### src/source/mio_pkg.sv
//##################################################
// mio link package
// widths, queue sizing and shared types for the transmitter
//##################################################
package mio_pkg;

   //##################################################
   // link widths
   //##################################################
   localparam int mio_w         = 16;                      // pins per DDR phase
   localparam int beat_w        = 2 * mio_w;               // two IO words per beat
   localparam int beats_per_txn = 2;                       // beats in one transaction
   localparam int txn_w         = beat_w * beats_per_txn;  // core transaction

   //##################################################
   // queue sizing
   //##################################################
   localparam int fifo_depth = 4;                          // transactions held
   localparam int fifo_aw    = 2;                          // log2 of depth

   //##################################################
   // vector types
   //##################################################

   // one DDR half cycle on the pins
   typedef logic [mio_w-1:0]   io_word_t;

   // lower word goes out first, on the high phase
   typedef logic [beat_w-1:0]  beat_t;

   // lower beat goes out first
   typedef logic [txn_w-1:0]   txn_t;

   // queue address
   typedef logic [fifo_aw-1:0] fifo_ptr_t;

   // serializer fsm
   typedef enum logic [1:0] {
      idle  = 2'd0,                                        // nothing latched
      beat0 = 2'd1,                                        // lower beat on io
      beat1 = 2'd2                                         // upper beat on io
   } ser_state_t;

endpackage

### src/source/oh_rsync.sv
//##################################################
// reset synchronizer
// asserts at once, releases after two clock edges
//##################################################
`timescale 1ns/1ps

module oh_rsync (
   input  logic clk,            // destination clock
   input  logic nrst_in,        // async reset, active low
   output logic nrst_out        // synchronized reset, active low
);

   logic [1:0] sync_q;          // two flop chain

   //##################################################
   // chain fills with ones after release
   //##################################################
   always_ff @(posedge clk or negedge nrst_in) begin
      if (!nrst_in) begin
         sync_q <= 2'b00;                   // clear at once
      end
      else begin
         sync_q <= {sync_q[0], 1'b1};       // shift in ones
      end
   end

   // last stage drives the domain
   assign nrst_out = sync_q[1];

endmodule

### src/source/oh_oddr.sv
//##################################################
// DDR output register
// two words per cycle, first on high phase, second on low
//##################################################
`timescale 1ns/1ps

module oh_oddr
   import mio_pkg::*;
(
   input  logic     clk,        // output clock
   input  logic     ce,         // capture enable
   input  io_word_t din1,       // word for high phase
   input  io_word_t din2,       // word for low phase
   output io_word_t out         // pin group
);

   io_word_t q1;                // rising edge copy of din1
   io_word_t q2;                // rising edge copy of din2
   io_word_t q2_sh;             // q2 moved to falling edge

   //##################################################
   // rising edge capture
   //##################################################
   always_ff @(posedge clk) begin
      if (ce) begin
         q1 <= din1;
         q2 <= din2;
      end
   end

   // second word moves over half a cycle later
   always_ff @(negedge clk) begin
      q2_sh <= q2;              // stable for the whole low phase
   end

   //##################################################
   // phase mux
   //##################################################

   // clk high shows the first word, clk low the falling copy
   assign out = clk ? q1 : q2_sh;

endmodule

### src/source/mtx_io.sv
//##################################################
// transmit IO stage
// SDR access line and DDR data pins, held during tx_wait
//##################################################
`timescale 1ns/1ps

module mtx_io
   import mio_pkg::*;
(
   input  logic     clk,        // link clock
   input  logic     io_nreset,  // async reset, active low
   input  logic     io_access,  // beat valid
   input  beat_t    io_packet,  // beat to send
   input  logic     tx_wait,    // pushback from far end
   output logic     tx_access,  // access pin
   output io_word_t tx_packet   // data pins
);

   logic     io_nreset_sync;    // reset local to this stage
   logic     oddr_ce;           // DDR capture enable
   io_word_t word_lo;           // high phase word
   io_word_t word_hi;           // low phase word

   //##################################################
   // reset
   //##################################################
   oh_rsync u_rsync (
      .clk      (clk),
      .nrst_in  (io_nreset),
      .nrst_out (io_nreset_sync)
   );

   //##################################################
   // access line, single rate
   //##################################################
   always_ff @(posedge clk or negedge io_nreset_sync) begin
      if (!io_nreset_sync) begin
         tx_access <= 1'b0;
      end
      else if (!tx_wait) begin
         tx_access <= io_access;            // frozen while far end waits
      end
   end

   //##################################################
   // data, double rate
   //##################################################

   // zeros are loaded every edge while in reset
   assign oddr_ce = ~io_nreset_sync | (io_access & ~tx_wait);
   assign word_lo = io_nreset_sync ? io_packet[mio_w-1:0]      : '0;
   assign word_hi = io_nreset_sync ? io_packet[beat_w-1:mio_w] : '0;

   oh_oddr u_data_oddr (
      .clk  (clk),
      .ce   (oddr_ce),
      .din1 (word_lo),          // lower word first
      .din2 (word_hi),
      .out  (tx_packet)
   );

endmodule

### src/source/mtx_fifo.sv
//##################################################
// transaction queue
// register array fifo with full and empty flags
//##################################################
`timescale 1ns/1ps

module mtx_fifo
   import mio_pkg::*;
(
   input  logic clk,            // core clock
   input  logic io_nreset,      // async reset, active low
   input  logic push,           // write strobe
   input  txn_t din,            // write data
   input  logic pop,            // take head entry
   output txn_t dout,           // head entry
   output logic full,           // no room left
   output logic empty           // nothing queued
);

   txn_t           mem [fifo_depth];   // storage, no reset
   fifo_ptr_t      wr_ptr;             // next slot to write
   fifo_ptr_t      rd_ptr;             // head slot
   logic [fifo_aw:0] count;            // entries held
   logic           do_push;            // accepted write
   logic           do_pop;             // accepted read

   //##################################################
   // qualified strobes
   //##################################################
   assign do_push = push & ~full;      // dropped when full
   assign do_pop  = pop & ~empty;      // ignored when empty

   //##################################################
   // storage
   //##################################################
   always_ff @(posedge clk) begin
      if (do_push) begin
         mem[wr_ptr] <= din;
      end
   end

   //##################################################
   // pointers and count
   //##################################################
   always_ff @(posedge clk or negedge io_nreset) begin
      if (!io_nreset) begin
         wr_ptr <= '0;
         rd_ptr <= '0;
         count  <= '0;
      end
      else begin
         if (do_push) begin
            wr_ptr <= wr_ptr + 1'b1;   // wraps at depth
         end
         if (do_pop) begin
            rd_ptr <= rd_ptr + 1'b1;
         end
         case ({do_push, do_pop})
            2'b10:   count <= count + 1'b1;
            2'b01:   count <= count - 1'b1;
            default: count <= count;   // both or neither
         endcase
      end
   end

   //##################################################
   // outputs
   //##################################################
   assign dout  = mem[rd_ptr];         // head always visible
   assign full  = (count == (fifo_aw + 1)'(fifo_depth));
   assign empty = (count == '0);

endmodule

### src/source/mtx_serializer.sv
//##################################################
// beat serializer
// cuts each transaction into two beats, stalls on tx_wait
//##################################################
`timescale 1ns/1ps

module mtx_serializer
   import mio_pkg::*;
(
   input  logic  clk,           // link clock
   input  logic  io_nreset,     // async reset, active low
   input  txn_t  fifo_dout,     // queue head
   input  logic  fifo_empty,    // queue has nothing
   output logic  fifo_pop,      // take the head
   input  logic  tx_wait,       // pushback from far end
   output logic  io_access,     // beat valid
   output beat_t io_packet      // beat to send
);

   ser_state_t state;           // current beat
   ser_state_t state_nxt;
   txn_t       txn_q;           // latched transaction, no reset
   logic       beat_sent;       // beat leaves this edge

   //##################################################
   // handshake terms
   //##################################################
   assign beat_sent = io_access & ~tx_wait;

   // pop from idle, or right after the upper beat leaves
   always_comb begin
      fifo_pop = 1'b0;
      if (!fifo_empty) begin
         if (state == idle) begin
            fifo_pop = 1'b1;
         end
         else if (state == beat1 && beat_sent) begin
            fifo_pop = 1'b1;             // keeps beats back to back
         end
      end
   end

   //##################################################
   // next state
   //##################################################
   always_comb begin
      state_nxt = state;
      case (state)
         idle: begin
            if (fifo_pop) begin
               state_nxt = beat0;
            end
         end
         beat0: begin
            if (beat_sent) begin
               state_nxt = beat1;        // lower beat gone
            end
         end
         beat1: begin
            if (beat_sent) begin
               state_nxt = fifo_pop ? beat0 : idle;
            end
         end
         default: state_nxt = idle;
      endcase
   end

   //##################################################
   // state and payload registers
   //##################################################
   always_ff @(posedge clk or negedge io_nreset) begin
      if (!io_nreset) begin
         state <= idle;
      end
      else begin
         state <= state_nxt;
      end
   end

   // head is latched on every pop
   always_ff @(posedge clk) begin
      if (fifo_pop) begin
         txn_q <= fifo_dout;
      end
   end

   //##################################################
   // beat select
   //##################################################
   assign io_access = (state != idle);
   assign io_packet = (state == beat1) ? txn_q[txn_w-1:beat_w]   // upper beat
                                       : txn_q[beat_w-1:0];      // lower beat

endmodule

### src/source/mtx.sv
//##################################################
// link transmitter top
// queue, serializer and IO stage
//##################################################
`timescale 1ns/1ps

module mtx
   import mio_pkg::*;
(
   input  logic     clk,          // link clock
   input  logic     io_nreset,    // async reset, active low
   input  logic     core_access,  // transaction strobe
   input  txn_t     core_packet,  // transaction
   output logic     core_wait,    // queue full
   input  logic     tx_wait,      // pushback from far end
   output logic     tx_access,    // access pin
   output io_word_t tx_packet     // data pins
);

   txn_t  fifo_dout;              // queue head
   logic  fifo_empty;
   logic  fifo_pop;
   logic  io_access;              // beat valid
   beat_t io_packet;              // beat to send

   //##################################################
   // core side queue
   //##################################################
   mtx_fifo u_fifo (
      .clk       (clk),
      .io_nreset (io_nreset),
      .push      (core_access),
      .din       (core_packet),
      .pop       (fifo_pop),
      .dout      (fifo_dout),
      .full      (core_wait),     // full flag is the core pushback
      .empty     (fifo_empty)
   );

   //##################################################
   // transaction to beats
   //##################################################
   mtx_serializer u_ser (
      .clk        (clk),
      .io_nreset  (io_nreset),
      .fifo_dout  (fifo_dout),
      .fifo_empty (fifo_empty),
      .fifo_pop   (fifo_pop),
      .tx_wait    (tx_wait),
      .io_access  (io_access),
      .io_packet  (io_packet)
   );

   //##################################################
   // pins
   //##################################################
   mtx_io u_io (
      .clk       (clk),
      .io_nreset (io_nreset),
      .io_access (io_access),
      .io_packet (io_packet),
      .tx_wait   (tx_wait),
      .tx_access (tx_access),
      .tx_packet (tx_packet)
   );

endmodule

### config.mk
export PLATFORM = sky130hd
export DESIGN_NAME = mtx
export DESIGN_NICKNAME = d
export VERILOG_FILES = /design/src/source/mio_pkg.sv /design/src/source/oh_rsync.sv /design/src/source/oh_oddr.sv /design/src/source/mtx_io.sv /design/src/source/mtx_fifo.sv /design/src/source/mtx_serializer.sv /design/src/source/mtx.sv
export SDC_FILE = /design/constraint.sdc
export NUM_CORES = 1
export LEC_CHECK = 0
export BUFFER_PORTS_ARGS = -buffer_cell sky130_fd_sc_hd__clkbuf_2
export CORE_MARGIN = 1.5
export CORE_UTILIZATION = 50
export CTS_BUF_LIST = sky130_fd_sc_hd__clkbuf_4
export DETAILED_ROUTE_END_ITERATION = 16
export PLACE_DENSITY = 0.77
export RECOVER_POWER = 100
export SETUP_SLACK_MARGIN = 0.05
export SYNTH_ARGS = -nofsm -noshare
export SYNTH_HDL_FRONTEND = slang
export SYNTH_HIERARCHICAL = 1
export SYNTH_SLANG_ARGS = --single-unit
### constraint.sdc
create_clock -name clk -period 1.3 [get_ports clk]
set_input_delay 0.065 -clock clk [delete_from_list [all_inputs] [get_ports clk]]
set_output_delay 0.065 -clock clk [all_outputs]
set_load 0.02 [all_outputs]
==> impl_metrics.ini, run 1 <==
[synthesis]
synthAdderAreaFrac = 0.00587
async_flop_share = 0.0316
synth_compound_area_frac = 0.00205
synth_cell_types = 33
syn_avg_cell_area_um2 = 23.8
synthMuxAreaShare = 0.153
synthFlopType = edfxtp_1
netlist_area_um2 = 14100
postSynthCellCount = 591
synth_seq_cells = 380
synth_simple_gate_area_share = 0.0223
synth_top_family_by_area = multiplexers
synth_edf_count = 352
seq_area_frac_synth = 0.796
syn_nets = 665
yosysWarningCount = 6
synth_xor_area_frac = 0.00374

[routing]
post-route-drc-count = 0
first_pass_iters = 5
ant_nets = 0
vias = 8012
wl_per_cell_um = 26.2
vias_per_cell = 5.47
drtIter0Drc = 709
wl_um = 38400

[finish]
finalNetCount = 1081
drive_gt1_frac = 0.449
layout.cells.non_filler = 1464
area_delta_synth_final_pct = 40.7

[worst_hold_path]
min_to = u_fifo/mem[1][34]
min_from = core_packet[34]
hold_path_class = input port to flip-flop
hold_depth = 2

[sta]
setup_slack_ns = -1.02
final_max_slew_viol_count = 0
setup_violations = 474
tightest_slew_ns = 0.874
hold_ws_ns = 0.0731
final.setup.tns_ns = -246.38
skew_ns = 0.0548
slew_headroom = 0.417
rsz0062_at_grt = yes
finalHoldViolations = 0

[placement]
dp.cells = 1072
io_buffers = 85
dp_hpwl_um = 15400
gp_congestion = 0.770

[clocking]
clkLatencyLatePin_ns = 0.84
clk_pin_slew_ns = 0.07
tritoncts = yes

[floorplan]
die_x_um = 171
coreArea_um2 = 27700
die_y_um = 171
ioPinCount = 86
dieArea_um2 = 29200
row_count = 61
initial_utilization = 0.508

[power]
leakage_nw = 7.35
vdd_drop_max_v = 0.00110
power_frac_clock = 0.297
power_frac_seq = 0.385
cellPowerDensity_nw_per_um2 = 2530
power_mw = 50.0
swShare = 0.303
p_sw_mw = 15.1
combPwrFrac = 0.318
intPower_mw = 34.8

[critical_path]
crit_type = flip-flop to output pin
reg2reg_depth = 10
reg2reg_from = u_fifo/count[1]
critPathArrivalTime_ns = 2.26
cp-end-kind = output pin
r2r-end = u_fifo/count[2]
rrSetupSlack_ns = -0.94
worstPathMaxFanout = 1
startpoint = u_io/u_data_oddr/q2_sh[4]
start_kind = flip-flop
required_ns = 1.24

[global_routing]
grt_max_degree = 38
antenna_found_initial = 2
grtUsageTotal = 0.238
grt_pass1_vias = 8490
overflow = 0
grt_pass1_wl_um = 49500

[flow_run]
drv_cap = 0

[status]
status = complete, but fails checks
violations = setup timing
[critical path, stage by stage, from the launching register on]
cell     delay (ns)
dfxtp_2        0.34
mux2_4         0.28
buf_8          0.13
[synthesized netlist by cell type (2+ instances only)]
master	number	area (µm²)
and2_1	36	225
clkbuf_2	2	10.0
inv_1	7	26.3
buf_4	2	15.0
nand2_1	5	18.8
mux4_2	64	1440
dfxtp_1	16	320
mux2_2	11	124
mux2_4	38	571
or2_2	2	12.5
dfrtp_1	12	300
buf_6	7	78.8
ha_1	5	62.6
edfxtp_1	352	10600
xor2_1	3	26.3
xnor2_1	3	26.3
buf_12	4	80.1
buf_2	7	35.0
[flip-flops by register name, summed over array words and instances, names as in the netlist]
name	flops
u_fifo/count	3
u_fifo/mem	256
u_fifo/rd_ptr	2
u_fifo/wr_ptr	2
u_io/tx_access	1
u_io/u_data_oddr/q1	16
u_io/u_data_oddr/q2	16
u_io/u_data_oddr/q2_sh	16
u_io/u_rsync/sync_q	2
u_ser/state	2
u_ser/txn_q	64
[layer usage]
layer / track usage / wire length (µm) / up-vias
met5: 0 / 0 / -
met4: 0.0997 / 1470 / 0
met3: 0.0643 / 2760 / 110
met2: 0.430 / 21100 / 466
met1: 0.264 / 13100 / 4100
li1: - / - / 3336
[cells in the final DEF, fill, tap and decap left out, types with 2 or more instances in the layout]
cell	instances
xor2_1	2
clkinv_1	18
buf_4	17
clkbuf_16	16
buf_16	17
dfxtp_1	6
dlygate4sd3_1	106
nand2_8	4
dfxtp_2	10
inv_2	6
ha_1	4
clkbuf_2	27
dfrtp_1	10
buf_6	27
bufinv_16	4
bufinv_8	2
mux2_4	48
and2_4	15
nand2_1	3
xnor2_2	2
clkbuf_4	145
and2_1	21
inv_1	26
buf_8	32
buf_12	33
mux4_2	64
clkbuf_1	41
edfxtp_1	352
[through the flow]
step	cell area, µm²	setup WS, ns	util
2_1_floorplan	14200	-1.85	-
3_3_place_gp	15300	-0.634	0.553
3_5_place_dp	15300	-0.769	0.553
4_1_cts	19000	-0.997	0.687
5_1_grt	19800	-1.08	0.714
6_report	19800	-1.02	0.714
[cells by family (layout without fill, tap and decap cells)]
kind of cell	Yosys count	after routing
flip-flops	380	380
multiplexers	114	114
AND/OR/NAND/NOR	50	53
buffers and inverters	30	521
adder cells (fa/ha/maj)	6	6
XOR/XNOR	6	6
AO/OA/AOI/OAI	4	4
other	1	2
[what timing repair did]
action	CTS	global route
hold buffers	100	7
gates cloned	23	24
endpoints found under the setup margin	473	476
pin swaps	8	3
endpoints found under the hold margin	274	23
resized for setup	106	114
buffers inserted	32	38
[worst max path at each step]
stage	cells after the start	slack (ns)	endpoint
global route	2	-1.08	tx_packet[4]
detailed placement	10	-0.77	u_fifo/count[2]
finish	2	-1.02	tx_packet[4]
global placement	10	-0.63	u_fifo/count[2]
floorplan	10	-1.85	u_fifo/count[2]
CTS	2	-1.0	tx_packet[3]
[cell type report]
class                   count  area, µm²
repair buffers            300       3550
fillers                  1557       7920
flip-flops and latches    380      11200
multi-input cells         184       2850
inverters                   6       22.5
diodes                      1       2.50
clock buffers             161       1330
well taps                 378        473
clock inverters            54        347
[power by group through the flow]
stage / sequential [mW] / combinational (mW) / clock, mW
6_report: 19.2 / 15.9 / 14.9
5_1_grt: 19.4 / 16.5 / 15.8
4_1_cts: 19.0 / 13.3 / 14.3
3_5_place_dp: 19.2 / 9.42 / 1.80
3_3_place_gp: 19.0 / 9.11 / 1.80
2_1_floorplan: 18.7 / 6.85 / 1.99
Note: power is estimated with default switching activity, not from simulation.
==> run 2: changes to the inputs <==
--- a/config.mk
+++ b/config.mk
@@ -15,5 +15,4 @@
 export SETUP_SLACK_MARGIN = 0.05
 export SYNTH_ARGS = -nofsm -noshare
 export SYNTH_HDL_FRONTEND = slang
-export SYNTH_HIERARCHICAL = 1
 export SYNTH_SLANG_ARGS = --single-unit
==> impl_metrics.ini, run 2 <==
[global_routing]
antenna_found_initial = 2
grt_pass1_wl_um = 62800
grt_pass1_vias = 9561
overflow = 0
grt_max_degree = 30
grtUsageTotal = 0.317

[synthesis]
synth_seq_cells = 380
netlist_area_um2 = 13800
yosysWarningCount = 0
synth_top_area_cell = edfxtp_1
yosys.area.top_type_share = 0.765
syn_avg_cell_area_um2 = 22.0
syn_nets = 701
seq_area_frac_synth = 0.810
synth_cell_types = 34
synth_edf_count = 352
synth.most_common_cell = edfxtp_1
postSynthCellCount = 627
netlist_top_cells_area = edfxtp_1, mux4_2, dfxtp_1, dfrtp_1, nand2_1
synthTopCellsByCount = edfxtp_1, nand2_1, mux4_2, a21boi_0
synthFlopType = edfxtp_1
async_flop_share = 0.0316

[finish]
drive_gt1_frac = 0.463
layout.cells.non_filler = 1486
area_delta_synth_final_pct = 46.4
mostFrequentLayoutCell = edfxtp_1
top_register = u_fifo.mem
mostFrequentLayoutCells = edfxtp_1, clkbuf_4, dlygate4sd3_1, mux4_2, buf_12
largest_reg_flops = 256
reg_top3 = u_fifo.mem: 256 flops, u_ser.txn_q: 64 flops
finalNetCount = 1137
fill_cells = 1385

[floorplan]
initial_utilization = 0.511
die_x_um = 169
dieArea_um2 = 28600
row_count = 60
die_y_um = 169
coreArea_um2 = 27000
ioPinCount = 86

[clocking]
clkLatencyLatePin_ns = 0.87
tritoncts = yes
clk_pin_slew_ns = 0.08

[critical_path]
start_kind = flip-flop
r2r-end = u_ser.txn_q[44]
worstPathMaxFanout = 1
rrSetupSlack_ns = -0.61
critPathArrivalTime_ns = 2.25
required_ns = 1.24
crit_type = flip-flop to output pin
cp-end-kind = output pin
reg2reg_from = u_ser.state[0]
reg2reg_depth = 8
crit_path_end = tx_packet[3]
startpoint = u_io.u_data_oddr.q2_sh[3]

[routing]
first_pass_iters = 7
vias_per_cell = 5.84
post-route-drc-count = 0
vias = 8675
ant_nets = 0
drtIter0Drc = 931
wl_per_cell_um = 29.3
wl_um = 43500

[placement]
gp_congestion = 0.813
io_buffers = 85
dp_hpwl_um = 15600
dp.cells = 1068

[power]
leakage_nw = 7.55
cellPowerDensity_nw_per_um2 = 2550
vdd_drop_max_v = 0.00129

[status]
violations = setup timing
status = complete, but fails checks

[sta]
finalHoldViolations = 0
hold_ws_ns = 0.0837
setup_violations = 476
setup_slack_ns = -1.02
rsz0062_at_grt = yes
skew_ns = 0.0824
tightest_slew_ns = 0.567
slew_headroom = 0.621
final_max_slew_viol_count = 0

[flow_run]
drv_cap = 0

[worst_hold_path]
hold_path_class = input port to flip-flop
hold_depth = 2
run 2: repair_timing:
item,in CTS,in global routing
endpoints found under the setup margin,471,475
endpoints found under the hold margin,309,13
pin swaps,47,46
setup buffers,62,32
resized for setup,235,151
cloned,47,3
hold buffers,113,6
run 2: cell families after synthesis:
| group | Yosys count | synth area share |
|---|---|---|
| XOR/XNOR | 6 | 0.00380 |
| AO/OA/AOI/OAI | 39 | 0.0221 |
| AND/OR/NAND/NOR | 78 | 0.0235 |
| other | 1 | 0.000271 |
| multiplexers | 82 | 0.119 |
| buffers and inverters | 35 | 0.0152 |
| flip-flops | 380 | 0.810 |
| adder cells (fa/ha/maj) | 6 | 0.00598 |
run 2: cell type report:
| class | instances | area (µm²) | area share |
|---|---|---|---|
| antenna | 2 | 5.00 | 0.000247 |
| clock buffer | 154 | 1260 | 0.0623 |
| clock inverter | 61 | 349 | 0.0173 |
| inverter | 8 | 32.5 | 0.00161 |
| multi-input combinational | 212 | 3020 | 0.149 |
| sequential | 380 | 11200 | 0.554 |
| tap | 341 | 427 | 0.0211 |
| timing repair buffer | 328 | 3940 | 0.195 |
run 2: worst min-delay path by stage:
stage,end,slack (ns),from
final,u_fifo.mem[0][57],0.08,core_packet[57]
after global routing,u_fifo.mem[2][28],0.06,core_packet[28]
after CTS,u_fifo.mem[0][27],0.0002,core_packet[27]
after detailed placement,u_fifo.count[2],-0.03,io_nreset
after global placement,u_fifo.count[2],-0.04,io_nreset
after floorplan,u_fifo.count[0],-0.23,io_nreset
run 2: worst max-delay path: stages, from the launching register on:
cell	delay [ns]
dfxtp_1	0.31
mux2_4	0.29
buf_8	0.14
run 2: metal layers:
metal / GRT usage / wire, µm / up-vias
met3: 0.0896 / 4050 / 156
met1: 0.380 / 15300 / 4404
met5: 0 / 0 / -
met4: 0.199 / 2270 / 0
met2: 0.510 / 21900 / 639
li1: - / - / 3476
run 2: through the flow:
| stage | util | total power [mW] | setup WS (ns) | TNS [ns] | area [µm²] |
|---|---|---|---|---|---|
| final | 0.749 | 51.5 | -1.02 | -218.28 | 20200 |
| after global routing | 0.749 | 53.0 | -1.07 | -230.73 | 20200 |
| after CTS | 0.749 | 49.3 | -1.03 | -169.10 | 20200 |
| after floorplan | - | 25.9 | -1.31 | -330.59 | 13900 |
| after global placement | 0.559 | 29.3 | -0.607 | -113.53 | 15100 |
| after detailed placement | 0.559 | 29.8 | -0.678 | -131.23 | 15100 |
run 2: where the power goes:
group / leakage (nW) / switching, mW / internal (mW)
combinational: 2.89 / 7.95 / 9.05
sequential: 3.57 / 1.86 / 17.9
clock: 1.09 / 7.18 / 7.51
==> run 3: changes to the inputs <==
--- a/config.mk
+++ b/config.mk
@@ -6,11 +6,13 @@
 export NUM_CORES = 1
 export LEC_CHECK = 0
 export BUFFER_PORTS_ARGS = -buffer_cell sky130_fd_sc_hd__clkbuf_2
+export CELL_PAD_IN_SITES_DETAIL_PLACEMENT = 2
+export CELL_PAD_IN_SITES_GLOBAL_PLACEMENT = 2
 export CORE_MARGIN = 1.5
 export CORE_UTILIZATION = 50
 export CTS_BUF_LIST = sky130_fd_sc_hd__clkbuf_4
 export DETAILED_ROUTE_END_ITERATION = 16
-export PLACE_DENSITY = 0.77
+export PLACE_DENSITY = 0.91
 export RECOVER_POWER = 100
 export SETUP_SLACK_MARGIN = 0.05
 export SYNTH_ARGS = -nofsm -noshare
==> impl_metrics.ini, run 3 <==
[status]
status = stopped before the end
lastStage = 4_1_cts
error_line = [ERROR DPL-0033] detailed placement checks failed during check placement.

[floorplan]
ioPinCount = 86
die_x_um = 169
row_count = 60
die_y_um = 169
initial_utilization = 0.511

[placement]
io_buffers = 85
dp_hpwl_um = 24000
dp_slack_ns = -0.958
dp.cells = 1069
dpl-instance-area_um2 = 15100
gp_congestion = 0.760

[synthesis]
netlist_top_cells_area = edfxtp_1, mux4_2, dfxtp_1, dfrtp_1, nand2_1
seq_area_frac_synth = 0.810
synth_seq_cells = 380
synth_top_area_cell = edfxtp_1
async_flop_share = 0.0316
synth_edf_count = 352
synthTopCellsByCount = edfxtp_1, nand2_1, mux4_2, a21boi_0
yosysWarningCount = 0
syn_avg_cell_area_um2 = 22.0
yosys.area.top_type_share = 0.765
syn_nets = 701
synthFlopType = edfxtp_1
postSynthCellCount = 627
synth_cell_types = 34
netlist_area_um2 = 13800
synth.most_common_cell = edfxtp_1

[clocking]
cts_setup_buffers = 57
cts_resized = 167
cts_hold_buf = 104
run 3: cell counts after synthesis:
No cell type changed its count.
run 3: cell families after synthesis:
logic type | count (synthesis) | share of synthesized area
other | 1 | 0.000271
xor gates and xnor gates | 6 | 0.00380
DFF | 380 | 0.810
and+or+nand+nor | 78 | 0.0235
AOI/OAI and AO/OA | 39 | 0.0221
muxes | 82 | 0.119
adders and majority gates | 6 | 0.00598
buffers and inverters | 35 | 0.0152
run 3: metrics by stage:
step | hold WS, ns | TNS [ns]
3_5_place_dp | -0.00532 | -178.90
3_3_place_gp | -0.0408 | -111.61
2_1_floorplan | -0.231 | -330.59
==> run 4: changes to the inputs <==
--- a/config.mk
+++ b/config.mk
@@ -6,15 +6,11 @@
 export NUM_CORES = 1
 export LEC_CHECK = 0
 export BUFFER_PORTS_ARGS = -buffer_cell sky130_fd_sc_hd__clkbuf_2
-export CELL_PAD_IN_SITES_DETAIL_PLACEMENT = 2
-export CELL_PAD_IN_SITES_GLOBAL_PLACEMENT = 2
 export CORE_MARGIN = 1.5
-export CORE_UTILIZATION = 50
-export CTS_BUF_LIST = sky130_fd_sc_hd__clkbuf_4
+export CORE_UTILIZATION = 35
 export DETAILED_ROUTE_END_ITERATION = 16
-export PLACE_DENSITY = 0.91
+export PLACE_DENSITY_LB_ADDON = 0.15
 export RECOVER_POWER = 100
-export SETUP_SLACK_MARGIN = 0.05
 export SYNTH_ARGS = -nofsm -noshare
 export SYNTH_HDL_FRONTEND = slang
 export SYNTH_SLANG_ARGS = --single-unit
==> impl_metrics.ini, run 4 (synthesized netlist as in run 2, its figures left out) <==
[global_routing]
grt_pass1_vias = 7982
grt_max_degree = 33
grtUsageTotal = 0.170
grt_pass1_wl_um = 49900
overflow = 0
antenna_found_initial = 1

[routing]
ant_nets = 0
vias = 7138
vias_per_cell = 4.76
routedLengthMet1_um = 14300
first_pass_iters = 4
wl_per_cell_um = 22.5
highest_layer = met4
dr_wl_met2_um = 16900
post-route-drc-count = 0
drtIter0Drc = 357
wl_met3_um = 1610
wl_um = 33700

[sta]
finalHoldViolations = 1
setup_violations = 472
skew_ns = 0.0838
hold_ws_ns = -0.0105
slew_headroom = 0.606
setup_slack_ns = -0.863
final_max_slew_viol_count = 0
tightest_slew_ns = 0.589
rsz0062_at_grt = yes

[worst_hold_path]
hold_path_class = input port to flip-flop
hold_depth = 5
min_from = core_access

[critical_path]
reg2reg_from = u_fifo.count[1]
startpoint = u_io.u_data_oddr.q2_sh[2]
start_kind = flip-flop
crit_type = flip-flop to output pin
cp-end-kind = output pin
worstPathMaxFanout = 1
critPathArrivalTime_ns = 2.10
reg2reg_depth = 9
required_ns = 1.24

[clocking]
cts_hold_buf = 67
clkLatencyLatePin_ns = 0.71
clk_pin_slew_ns = 0.06
tritoncts = yes

[placement]
gp_congestion = 0.724
dp_hpwl_um = 17100
dp.cells = 1245
io_buffers = 85

[finish]
mostFrequentLayoutCell = edfxtp_1
largest_reg_flops = 256
finalNetCount = 1024
top_register = u_fifo.mem
area_delta_synth_final_pct = 46.0
reg_top3 = u_fifo.mem: 256 flops, u_ser.txn_q: 64 flops
drive_gt1_frac = 0.422
layout.cells.non_filler = 1500
mostFrequentLayoutCells = edfxtp_1, clkbuf_1, dlygate4sd3_1, mux4_2, clkbuf_16

[floorplan]
die_y_um = 202
ioPinCount = 86
die_x_um = 202
coreArea_um2 = 38800
row_count = 72
initial_utilization = 0.356
dieArea_um2 = 40700

[status]
status = complete, but fails checks
violations = hold timing, setup timing

[power]
cellPowerDensity_nw_per_um2 = 2560
vdd_drop_max_v = 0.00119
power_mw = 51.7
leakage_nw = 7.28

[flow_run]
drv_cap = 0
[run 4: area by class of cell]
type | instances | area (µm²)
multi-input combinational | 212 | 3050
clock inverter | 36 | 299
clock buffer | 78 | 1550
timing repair buffer | 267 | 3380
fill | 3005 | 18700
antenna | 1 | 2.50
tap | 518 | 648
sequential | 380 | 11200
inverter | 8 | 30.0
[run 4: path summary, 6_finish.rpt]
| kind | endpoint | slack, ns |
|---|---|---|
| setup reg to reg | u_fifo.count[2] | -0.62 |
| hold reg to reg | u_io.tx_access | 0.09 |
| min in group asynchronous | u_io.tx_access | 0.09 |
| hold / removal | u_fifo.count[0] | -0.01 |
| setup / recovery | tx_packet[2] | -0.86 |
| max in group asynchronous | u_fifo.rd_ptr[0] | 0.34 |
[run 4: report_power, final]
part	switching (mW)	total [mW]	leakage, nW	internal [mW]
clock network	6.14	16.1	1.10	10.0
registers	1.51	19.5	3.57	17.9
logic	7.20	16.1	2.60	8.87
total	14.9	51.7	7.28	36.8
[run 4: metrics by stage]
stage / TNS (ns) / instance area [µm²] / util / hold slack [ns] / setup WS (ns)
after CTS: -183.23 / 20100 / 0.518 / -0.0211 / -0.908
after global placement: -124.81 / 15300 / 0.394 / -0.0418 / -0.614
final: -194.18 / 20200 / 0.519 / -0.0105 / -0.863
after floorplan: -330.59 / 13900 / - / -0.231 / -1.31
after detailed placement: -139.85 / 15300 / 0.394 / -0.0284 / -0.767
after global routing: -217.65 / 20200 / 0.519 / -0.000692 / -0.902
[run 4: metal layers]
layer | track usage | vias up
li1 | - | 3194
met5 | 0 | -
met2 | 0.283 | 172
met3 | 0.0431 | 68
met4 | 0.0634 | 0
met1 | 0.214 | 3704
[run 4: worst max-delay path: stages, from the launching register on]
cell	delay [ns]
dfxtp_2	0.31
mux2_4	0.29
buf_8	0.13
[run 4: what timing repair did]
action                                 CTS  global route
setup buffers                           57            13
resized for setup                      259           109
setup endpoints to repair              469           473
pin swaps                               50            50
gates cloned                            42             3
endpoints found under the hold margin  274             1
